--- config.mk ---
export PLATFORM = sky130hd
export DESIGN_NAME = exec_core_top
export DESIGN_NICKNAME = d
export VERILOG_FILES = /design/src/hw/exec_pkg.sv /design/src/hw/operand_if.sv /design/src/hw/exec_if.sv /design/src/hw/reg_file.sv /design/src/hw/issue_decode.sv /design/src/hw/operand_mux.sv /design/src/hw/exec_alu.sv /design/src/hw/writeback_stage.sv /design/src/hw/exec_core_top.sv
export VERILOG_INCLUDE_DIRS = /design/src /design/src/hw
export SDC_FILE = /design/constraint.sdc
export NUM_CORES = 2
export LEC_CHECK = 0
export BUFFER_PORTS_ARGS = -buffer_cell sky130_fd_sc_hd__buf_2
export CORE_MARGIN = 5
export CORE_UTILIZATION = 50
export CTS_BUF_LIST = sky130_fd_sc_hd__clkbuf_16
export CTS_CLUSTER_DIAMETER = 50
export DETAILED_ROUTE_END_ITERATION = 6
export GPL_ROUTABILITY_DRIVEN = 0
export PLACE_DENSITY_LB_ADDON = 0.12
export SYNTH_ARGS = -nofsm -noshare
export SYNTH_HDL_FRONTEND = slang
export SYNTH_HIERARCHICAL = 1
export SYNTH_SLANG_ARGS = --single-unit
--- constraint.sdc ---
create_clock -name clk -period 10.5 [get_ports clk]
set_clock_uncertainty 0.1 [all_clocks]
set_input_delay 2.1 -clock clk [delete_from_list [all_inputs] [get_ports clk]]
set_output_delay 2.1 -clock clk [all_outputs]
set_load 0.01 [all_outputs]
--- src/hw/exec_consts.svh ---
/*
 * Width and size constants for the integer execute pipeline.
 * Included by the shared package and by any RTL file that sizes
 * logic directly from these numbers.
 */

`ifndef EXEC_CONSTS_SVH
`define EXEC_CONSTS_SVH

// Data path word width
`define EXEC_XLEN 32

// Register file depth, r0 included
`define EXEC_NREGS 16

// Bits needed to index one register
`define EXEC_REG_IDX_W 4

// Immediate field width in the register-immediate format
`define EXEC_IMM_W 16

`endif

--- src/hw/exec_pkg.sv ---
/*
 * Shared types of the execute pipeline.
 * Holds the data word, register index, opcode and operand-select
 * types, plus both instruction formats overlaid in one packed union.
 * Referenced by scoped names from every stage.
 */

`include "exec_consts.svh"

package exec_pkg;

	typedef logic [`EXEC_XLEN-1:0] word_t;
	typedef logic [`EXEC_REG_IDX_W-1:0] reg_idx_t;

	// ALU opcodes, same encoding in both formats
	typedef enum logic [2:0] {
		ALU_ADD, ALU_SUB, ALU_AND, ALU_OR, ALU_XOR, ALU_SLL, ALU_SRL, ALU_SLT
	} alu_op_e;

	// Operand source, imm only meaningful for operand B
	typedef enum logic [1:0] {
		SEL_RF, SEL_IMM, SEL_EX_FORW, SEL_WB_FORW
	} operand_sel_e;

	// Register-register format, is_imm low
	typedef struct packed {
		alu_op_e       op;
		logic          is_imm;
		reg_idx_t      rd;
		reg_idx_t      ra;
		reg_idx_t      rb;
		logic [15:0]   rsvd;
	} instr_rr_t;

	// Register-immediate format, is_imm high
	typedef struct packed {
		alu_op_e                 op;
		logic                    is_imm;
		reg_idx_t                rd;
		reg_idx_t                ra;
		logic [3:0]              rsvd;
		logic [`EXEC_IMM_W-1:0]  simm;
	} instr_ri_t;

	// One 32-bit word, two views, selected by is_imm
	typedef union packed {
		instr_rr_t rr;
		instr_ri_t ri;
	} instr_u;

endpackage

--- src/hw/operand_if.sv ---
/*
 * Decoded instruction from the issue stage to the operand multiplexer.
 * Carries the register file reads, the extended immediate and the
 * forwarding selects worked out during decode.
 */

`timescale 1ns/10ps

interface operand_if;

	logic                      d_valid;
	exec_pkg::alu_op_e         op;
	exec_pkg::reg_idx_t        rd;

	// Register file data for both sources
	exec_pkg::word_t           rf_a;
	exec_pkg::word_t           rf_b;

	// Sign-extended simm
	exec_pkg::word_t           imm;

	exec_pkg::operand_sel_e    sel_a;
	exec_pkg::operand_sel_e    sel_b;

	modport issue (output d_valid, op, rd, rf_a, rf_b, imm, sel_a, sel_b);
	modport operand (input d_valid, op, rd, rf_a, rf_b, imm, sel_a, sel_b);

endinterface

--- src/hw/exec_if.sv ---
/*
 * Execute-stage register contents, from the operand multiplexer
 * to the ALU. Valid and destination are also tapped at the top level
 * for forwarding and writeback.
 */

`timescale 1ns/10ps

interface exec_if;

	logic                  ex_valid;
	exec_pkg::alu_op_e     ex_op;
	exec_pkg::reg_idx_t    ex_rd;
	exec_pkg::word_t       operand_a;
	exec_pkg::word_t       operand_b;

	modport operand (output ex_valid, ex_op, ex_rd, operand_a, operand_b);

	// ALU only needs the opcode and the operands
	modport alu (input ex_op, operand_a, operand_b);

endinterface

--- src/hw/reg_file.sv ---
/*
 * General purpose register file.
 * Two combinational read ports, one synchronous write port.
 * r0 has no storage and always reads as zero.
 */

`timescale 1ns/10ps

`include "exec_consts.svh"

module reg_file (
	input  logic                clk,
	input  logic                rst_n,
	input  exec_pkg::reg_idx_t  rd_idx_a,
	input  exec_pkg::reg_idx_t  rd_idx_b,
	output exec_pkg::word_t     rd_data_a,
	output exec_pkg::word_t     rd_data_b,
	input  logic                wr_en,
	input  exec_pkg::reg_idx_t  wr_idx,
	input  exec_pkg::word_t     wr_data
);

	// Storage for r1 upward only
	exec_pkg::word_t regs [1:`EXEC_NREGS-1];

	// Write port, writes to r0 dropped
	always_ff @(posedge clk) begin
		if (!rst_n) begin
			for (int i = 1; i < `EXEC_NREGS; i++) begin
				regs[i] <= '0;
			end
		end else if (wr_en && (wr_idx != '0)) begin
			regs[wr_idx] <= wr_data;
		end
	end

	// Read ports
	assign rd_data_a = (rd_idx_a == '0) ? '0 : regs[rd_idx_a];
	assign rd_data_b = (rd_idx_b == '0) ? '0 : regs[rd_idx_b];

endmodule

--- src/hw/issue_decode.sv ---
/*
 * Issue and decode stage.
 * Takes instruction words on the valid/ready input into the decode
 * register, splits them by format, reads the register file and picks
 * a forwarding source for each operand. The register file write port
 * is fed from writeback through this stage.
 */

`timescale 1ns/10ps

`include "exec_consts.svh"

module issue_decode (
	input  logic                clk,
	input  logic                rst_n,
	input  logic                instr_valid,
	output logic                instr_ready,
	input  exec_pkg::instr_u    instr_word,
	input  logic                pipe_advance,
	input  logic                ex_valid,
	input  exec_pkg::reg_idx_t  ex_rd,
	input  logic                wb_valid,
	input  exec_pkg::reg_idx_t  wb_rd,
	input  exec_pkg::word_t     wb_data,
	input  exec_pkg::reg_idx_t  rf_wr_idx,
	input  logic                rf_wr_en,
	operand_if.issue            opi
);

	logic              d_valid;
	exec_pkg::instr_u  d_instr;

	// Priority: execute, then writeback, then register file
	function automatic exec_pkg::operand_sel_e fwd_sel(
		input exec_pkg::reg_idx_t src,
		input logic               ex_v,
		input exec_pkg::reg_idx_t ex_idx,
		input logic               wb_v,
		input exec_pkg::reg_idx_t wb_idx
	);
		exec_pkg::operand_sel_e sel;
		sel = exec_pkg::SEL_RF;
		if (src != '0) begin
			if (ex_v && (ex_idx == src)) begin
				sel = exec_pkg::SEL_EX_FORW;
			end else if (wb_v && (wb_idx == src)) begin
				sel = exec_pkg::SEL_WB_FORW;
			end
		end
		return sel;
	endfunction

	////////////////////
	// Decode register
	////////////////////

	// Room in decode when empty or when its content moves on
	assign instr_ready = !d_valid || pipe_advance;

	always_ff @(posedge clk) begin
		if (!rst_n) begin
			d_valid <= 1'b0;
			d_instr <= '0;
		end else if (instr_ready) begin
			d_valid <= instr_valid;
			d_instr <= instr_word;
		end
	end

	////////////////////
	// Field decode
	////////////////////

	// op, rd and ra sit at the same place in both views
	assign opi.d_valid = d_valid;
	assign opi.op      = d_instr.rr.op;
	assign opi.rd      = d_instr.rr.rd;
	assign opi.imm     = {{(`EXEC_XLEN-`EXEC_IMM_W){d_instr.ri.simm[`EXEC_IMM_W-1]}},
		d_instr.ri.simm};

	reg_file u_reg_file (
		.clk       (clk),
		.rst_n     (rst_n),
		.rd_idx_a  (d_instr.rr.ra),
		.rd_idx_b  (d_instr.rr.rb),
		.rd_data_a (opi.rf_a),
		.rd_data_b (opi.rf_b),
		.wr_en     (rf_wr_en),
		.wr_idx    (rf_wr_idx),
		.wr_data   (wb_data)
	);

	// Operand selects
	assign opi.sel_a = fwd_sel(d_instr.rr.ra, ex_valid, ex_rd, wb_valid, wb_rd);
	assign opi.sel_b = d_instr.ri.is_imm ? exec_pkg::SEL_IMM :
		fwd_sel(d_instr.rr.rb, ex_valid, ex_rd, wb_valid, wb_rd);

endmodule

--- src/hw/operand_mux.sv ---
/*
 * Operand forwarding and execute-stage register.
 * Operand A comes from the register file or one of the two forwarding
 * paths, operand B may also take the immediate. The chosen values
 * are captured together with op, rd and valid on each pipeline advance.
 */

`timescale 1ns/10ps

module operand_mux (
	input  logic             clk,
	input  logic             rst_n,
	input  logic             pipe_advance,
	input  exec_pkg::word_t  ex_forw,
	input  exec_pkg::word_t  wb_forw,
	operand_if.operand       opi,
	exec_if.operand          exi
);

	exec_pkg::word_t muxed_a;
	exec_pkg::word_t muxed_b;

	////////////////////
	// Forwarding muxes
	////////////////////

	// Operand A, imm never selected here
	always_comb begin
		case (opi.sel_a)
			exec_pkg::SEL_EX_FORW: muxed_a = ex_forw;
			exec_pkg::SEL_WB_FORW: muxed_a = wb_forw;
			default:               muxed_a = opi.rf_a;
		endcase
	end

	// Operand B
	always_comb begin
		case (opi.sel_b)
			exec_pkg::SEL_IMM:     muxed_b = opi.imm;
			exec_pkg::SEL_EX_FORW: muxed_b = ex_forw;
			exec_pkg::SEL_WB_FORW: muxed_b = wb_forw;
			default:               muxed_b = opi.rf_b;
		endcase
	end

	////////////////////
	// Execute register
	////////////////////

	// Whole pipe freezes together, so sources are stable while held
	always_ff @(posedge clk) begin
		if (!rst_n) begin
			exi.ex_valid  <= 1'b0;
			exi.ex_op     <= exec_pkg::ALU_ADD;
			exi.ex_rd     <= '0;
			exi.operand_a <= '0;
			exi.operand_b <= '0;
		end else if (pipe_advance) begin
			// Bubble enters when decode is empty
			exi.ex_valid  <= opi.d_valid;
			exi.ex_op     <= opi.op;
			exi.ex_rd     <= opi.rd;
			exi.operand_a <= muxed_a;
			exi.operand_b <= muxed_b;
		end
	end

endmodule

--- src/hw/exec_alu.sv ---
/*
 * Integer ALU on the execute-stage operands.
 * Purely combinational. The result feeds the writeback register
 * and the execute forwarding path.
 */

`timescale 1ns/10ps

module exec_alu (
	exec_if.alu              exi,
	output exec_pkg::word_t  alu_result
);

	logic [4:0] shamt;
	logic       lt_signed;

	// Shift amount from low bits of B
	assign shamt = exi.operand_b[4:0];

	// Signed compare for slt
	assign lt_signed = $signed(exi.operand_a) < $signed(exi.operand_b);

	always_comb begin
		alu_result = '0;
		case (exi.ex_op)
			exec_pkg::ALU_ADD: begin
				alu_result = exi.operand_a + exi.operand_b;
			end
			exec_pkg::ALU_SUB: begin
				alu_result = exi.operand_a - exi.operand_b;
			end
			exec_pkg::ALU_AND: begin
				alu_result = exi.operand_a & exi.operand_b;
			end
			exec_pkg::ALU_OR: begin
				alu_result = exi.operand_a | exi.operand_b;
			end
			exec_pkg::ALU_XOR: begin
				alu_result = exi.operand_a ^ exi.operand_b;
			end
			exec_pkg::ALU_SLL: begin
				alu_result = exi.operand_a << shamt;
			end
			// Logical, zeros shifted in
			exec_pkg::ALU_SRL: begin
				alu_result = exi.operand_a >> shamt;
			end
			// 1 or 0 in bit 0
			exec_pkg::ALU_SLT: begin
				alu_result[0] = lt_signed;
			end
			default: begin
				alu_result = '0;
			end
		endcase
	end

endmodule

--- src/hw/writeback_stage.sv ---
/*
 * Writeback and output stage.
 * Holds the finished result until the consumer takes it, writes the
 * register file on that transfer, and derives the global advance
 * from the output handshake.
 */

`timescale 1ns/10ps

module writeback_stage (
	input  logic                clk,
	input  logic                rst_n,
	input  logic                ex_valid,
	input  exec_pkg::reg_idx_t  ex_rd,
	input  exec_pkg::word_t     alu_result,
	output logic                res_valid,
	input  logic                res_ready,
	output exec_pkg::reg_idx_t  res_rd,
	output exec_pkg::word_t     res_data,
	output logic                wb_valid,
	output exec_pkg::reg_idx_t  wb_rd,
	output exec_pkg::word_t     wb_data,
	output logic                rf_wr_en,
	output logic                pipe_advance
);

	// Whole pipeline moves when the result slot frees up
	assign pipe_advance = !wb_valid || res_ready;

	////////////////////
	// Result register
	////////////////////

	always_ff @(posedge clk) begin
		if (!rst_n) begin
			wb_valid <= 1'b0;
			wb_rd    <= '0;
			wb_data  <= '0;
		end else if (pipe_advance) begin
			wb_valid <= ex_valid;
			wb_rd    <= ex_rd;
			wb_data  <= alu_result;
		end
	end

	// Output side, held while res_ready is low
	assign res_valid = wb_valid;
	assign res_rd    = wb_rd;
	assign res_data  = wb_data;

	// Commit to the register file at the output transfer
	assign rf_wr_en = wb_valid && res_ready;

endmodule

--- src/hw/exec_core_top.sv ---
/*
 * Top level of the execute pipeline.
 * Plain valid/ready ports for instructions in and results out.
 * Connects decode, operand mux, ALU and writeback.
 */

`timescale 1ns/10ps

module exec_core_top (
	input  logic                clk,
	input  logic                rst_n,
	input  logic                instr_valid,
	output logic                instr_ready,
	input  exec_pkg::word_t     instr_word,
	output logic                res_valid,
	input  logic                res_ready,
	output exec_pkg::reg_idx_t  res_rd,
	output exec_pkg::word_t     res_data
);

	exec_pkg::word_t     alu_result;
	logic                wb_valid;
	exec_pkg::reg_idx_t  wb_rd;
	exec_pkg::word_t     wb_data;
	logic                rf_wr_en;
	logic                pipe_advance;

	operand_if opi ();
	exec_if    exi ();

	// Input side
	issue_decode u_issue_decode (
		.clk          (clk),
		.rst_n        (rst_n),
		.instr_valid  (instr_valid),
		.instr_ready  (instr_ready),
		.instr_word   (instr_word),
		.pipe_advance (pipe_advance),
		.ex_valid     (exi.ex_valid),
		.ex_rd        (exi.ex_rd),
		.wb_valid     (wb_valid),
		.wb_rd        (wb_rd),
		.wb_data      (wb_data),
		.rf_wr_idx    (wb_rd),
		.rf_wr_en     (rf_wr_en),
		.opi          (opi.issue)
	);

	// Processing
	operand_mux u_operand_mux (
		.clk          (clk),
		.rst_n        (rst_n),
		.pipe_advance (pipe_advance),
		.ex_forw      (alu_result),
		.wb_forw      (wb_data),
		.opi          (opi.operand),
		.exi          (exi.operand)
	);

	exec_alu u_exec_alu (
		.exi        (exi.alu),
		.alu_result (alu_result)
	);

	// Output side
	writeback_stage u_writeback_stage (
		.clk          (clk),
		.rst_n        (rst_n),
		.ex_valid     (exi.ex_valid),
		.ex_rd        (exi.ex_rd),
		.alu_result   (alu_result),
		.res_valid    (res_valid),
		.res_ready    (res_ready),
		.res_rd       (res_rd),
		.res_data     (res_data),
		.wb_valid     (wb_valid),
		.wb_rd        (wb_rd),
		.wb_data      (wb_data),
		.rf_wr_en     (rf_wr_en),
		.pipe_advance (pipe_advance)
	);

endmodule

==> flow_summary.toml <==
[status]
status = "finished, final reports clean"

[floorplanning]
fp.dieArea_mm2 = 0.0896
rows = 106
io_pins = 74
fp.dieW_um = 299
initial_utilization_pct = 50.2
fp.dieH_um = 299
core-area_mm2 = 0.0833

[timing]
rsz0062_at_grt = "no"
setup_viol = 0
finalHoldViolations = 0
setup_tns_ps = 0
relSlewSlack_pct = 12.2
tightestPinTransition_ps = 1300
period_share_pct = 55.3
layout_min_cycle_time_ps = 5800
drv_slew = 0
max_freq_ghz = 0.172

[critical_path]
worstSetupEndpointType = "output pin"
r2r_start = "u_operand_mux/exi.operand_b[0]"
setup.worst_path.start = "res_ready"
crit_path_end = "instr_ready"
cp.arrival_ps = 3600
cp_top_family = "buffers and inverters"
cp_slowest_cell = "inv_2"
path_cells = "buf_2 -> nor2b_4 -> inv_2 -> nor2b_4 -> inv_2 -> buf_4 -> buf_2"
cp.depth = 7
required_ps = 8300
crit_buf_inv = 5
r2r_cells = 14
start_kind = "primary input"
reg2reg_to = "u_operand_mux/exi.operand_a[30]"
crit_type = "in2out"
cp_max_fo = 20
regToRegSetupSlack_ps = 5380
cpPeakStageDelay_ps = 410

[finish]
final_cells = 4863
finalNetCount = 3867
drive_gt1_share_pct = 17.0
final_cell_mix = "and2_1 (519), edfxtp_1 (481), nand2_1 (260)"
layout_commonest_cell = "and2_1"
syn_to_final_growth_pct = 6.81

[power]
p_leak_uw = 0.0160
power_density_mw_per_mm2 = 156
peakVddDrop_v = 0.000120

[clock_network]
numClockSinks = 623
cts-buffers-inserted = 78
hold_buffers = 0
cts_repair_resize_count = 0
h-tree-depth = 3
cts-root-buf = "clkbuf_16"
clk_latency_ps = 630
tritoncts = "done"
clk_pin_slew_ps = 60
post_cts.repair.setup_buffers = 0
clock_path_buffers = 3

[yosys]
synth-edff-count = 481
syn-num-nets = 4058
seq_area_frac_synth_pct = 41.3
synth_area_mm2 = 0.0418
yosys.cell_types.count = 96
synth_warnings = 6
synth.avg_cell_area_um2 = 10.7
ys_seq_elements = 623
synth_cells = 3908
synth_flop_cell = "edfxtp_1"
synthArstFlopShare_pct = 0

[routing]
wire_per_inst_um = 30.9
antenna_left = 0
drt-total-wl_mm = 150
drtIter0Drc = 4803
firstDrtPassIters = 6
vias = 33186
drc = 0
via_per_inst = 6.82

[global_routing]
first_global_vias = 32142
grt_max_degree = 85
antenna_found_initial = 4
grt_overflow = 0
grt_usage_pct = 32.2
grt_pass1_wl_mm = 217

[placement]
io_buffers = 73
post-dp-hpwl_mm = 95.9
place_inst = 4717

[hold_path]
hp-class = "reg2reg"

[run]
cap_violations = 0
[worst reg2reg max path: stages, from the launching register on]
cell	delay, ps
dfxtp_4	630
buf_4	700
mux2_2	460
mux2i_1	260
a21boi_0	170
buf_4	230
o21ai_0	780
o211ai_1	330
a2111o_1	440
a41oi_1	220
o41a_1	190
o22ai_1	130
mux2i_1	140
and2_1	140
o21ai_1	60
[per-stage QoR]
stage,instance area (µm²),hold WS [ps],worst slack (ps),utilization [%],total power [µW]
final,44700,351,4700,53.7,6970
after global routing,44700,390,4630,53.7,7190
after CTS,44700,354,4710,53.7,6940
after detailed placement,42200,350,4720,50.6,4340
after global placement,42200,345,4730,50.6,4310
after floorplan,41800,331,5100,-,3870
[synth_stat cells (8+ instances only)]
library cell    n  area (µm²)
nand3b_1       67         503
xor2_1         16         140
o21ai_0       134         671
a31oi_1        13        81.3
buf_6          22         248
a21oi_1       160         801
o31a_1         33         289
xnor2_1        20         175
nand2b_1       22         138
a211oi_1       34         255
o21ai_2        19         166
o22a_1         30         263
nor4_1         22         138
ha_1          112        1400
o211ai_1       29         218
o21ai_1        16        80.1
a21boi_0       32         240
edfxtp_1      481       14400
mux2i_1       239        2390
o221ai_1       37         324
o22ai_1        47         294
a222oi_1        8        80.1
a221oi_1       43         377
a221o_1        35         350
buf_4          90         676
dfxtp_1       142        2840
mux4_2        177        3990
buf_2          75         375
nor2_1        192         721
buf_1          20        75.1
nor2b_1        56         350
and2_1        519        3250
a22oi_1        35         263
o31ai_1        12        90.1
o21bai_1       12        90.1
or3_1           8        50.1
o21a_1          8        60.1
mux2_2         83         935
a21o_1         21         158
nand3_1        18        90.1
nor3_1         69         345
nand2_1       260         976
clkbuf_1      217         815
inv_1         101         379
[worst min path at each step]
stage / to / depth (start not counted) / startpoint
after global routing: u_issue_decode/d_instr[12] / 2 / u_issue_decode/d_instr[12]
final: u_issue_decode/d_instr[24] / 2 / u_issue_decode/d_instr[24]
after global placement: u_issue_decode/d_instr[24] / 2 / u_issue_decode/d_instr[24]
after CTS: u_issue_decode/d_instr[24] / 2 / u_issue_decode/d_instr[24]
after floorplan: u_issue_decode/d_instr[24] / 2 / u_issue_decode/d_instr[24]
after detailed placement: u_issue_decode/d_instr[24] / 2 / u_issue_decode/d_instr[24]
[layout make-up]
class | count | area, µm²
antenna | 3 | 7.51
clock buffer | 81 | 2030
clock inverter | 62 | 475
fill | 7235 | 38600
inverter | 102 | 383
multi-input combinational | 2754 | 22100
sequential | 623 | 17300
tap | 1080 | 1350
timing repair buffer | 158 | 1010
[logic make-up (layout without fill, tap and decap cells)]
group	count (synthesis)	count (layout)	synth area share, %
XOR/XNOR	36	36	0.753
adder cells (fa/ha/maj)	114	114	3.44
AND/OR/NAND/NOR	1267	1267	16.4
flip-flops	623	623	41.3
AO/OA/AOI/OAI	833	833	14.1
buffers and inverters	531	403	6.37
other	1	4	0.00896
multiplexers	503	503	17.6
[metal layers]
layer | vias up | global-route usage [%] | part of all wire [%]
li1 | 14069 | - | -
met1 | 16427 | 41.6 | 38
met2 | 2214 | 51.8 | 46
met3 | 476 | 7.33 | 11
met4 | 0 | 15.2 | 5.5
met5 | - | 0 | 0
[where the power goes]
part	leakage [µW]	switching (µW)	total, µW	internal, µW
Combinational	0.00857	869	1360	492
Sequential	0.00615	229	2990	2760
Clock	0.00128	1120	2620	1500
Total	0.0160	2220	6970	4750
[state kept, by name, summed over array words and instances, names as in the netlist]
| name | count |
|---|---|
| u_operand_mux/exi.ex_valid | 1 |
| u_issue_decode/d_instr | 32 |
| u_writeback_stage/res_valid | 1 |
| u_writeback_stage/res_data | 32 |
| u_issue_decode/u_reg_file/regs | 481 |
| u_operand_mux/exi.operand_a | 32 |
| u_writeback_stage/res_rd | 4 |
| u_issue_decode/opi.d_valid | 1 |
| u_operand_mux/exi.ex_rd | 4 |
| u_operand_mux/exi.ex_op | 3 |
| u_operand_mux/exi.operand_b | 32 |
(Power assumes the default switching activity.)
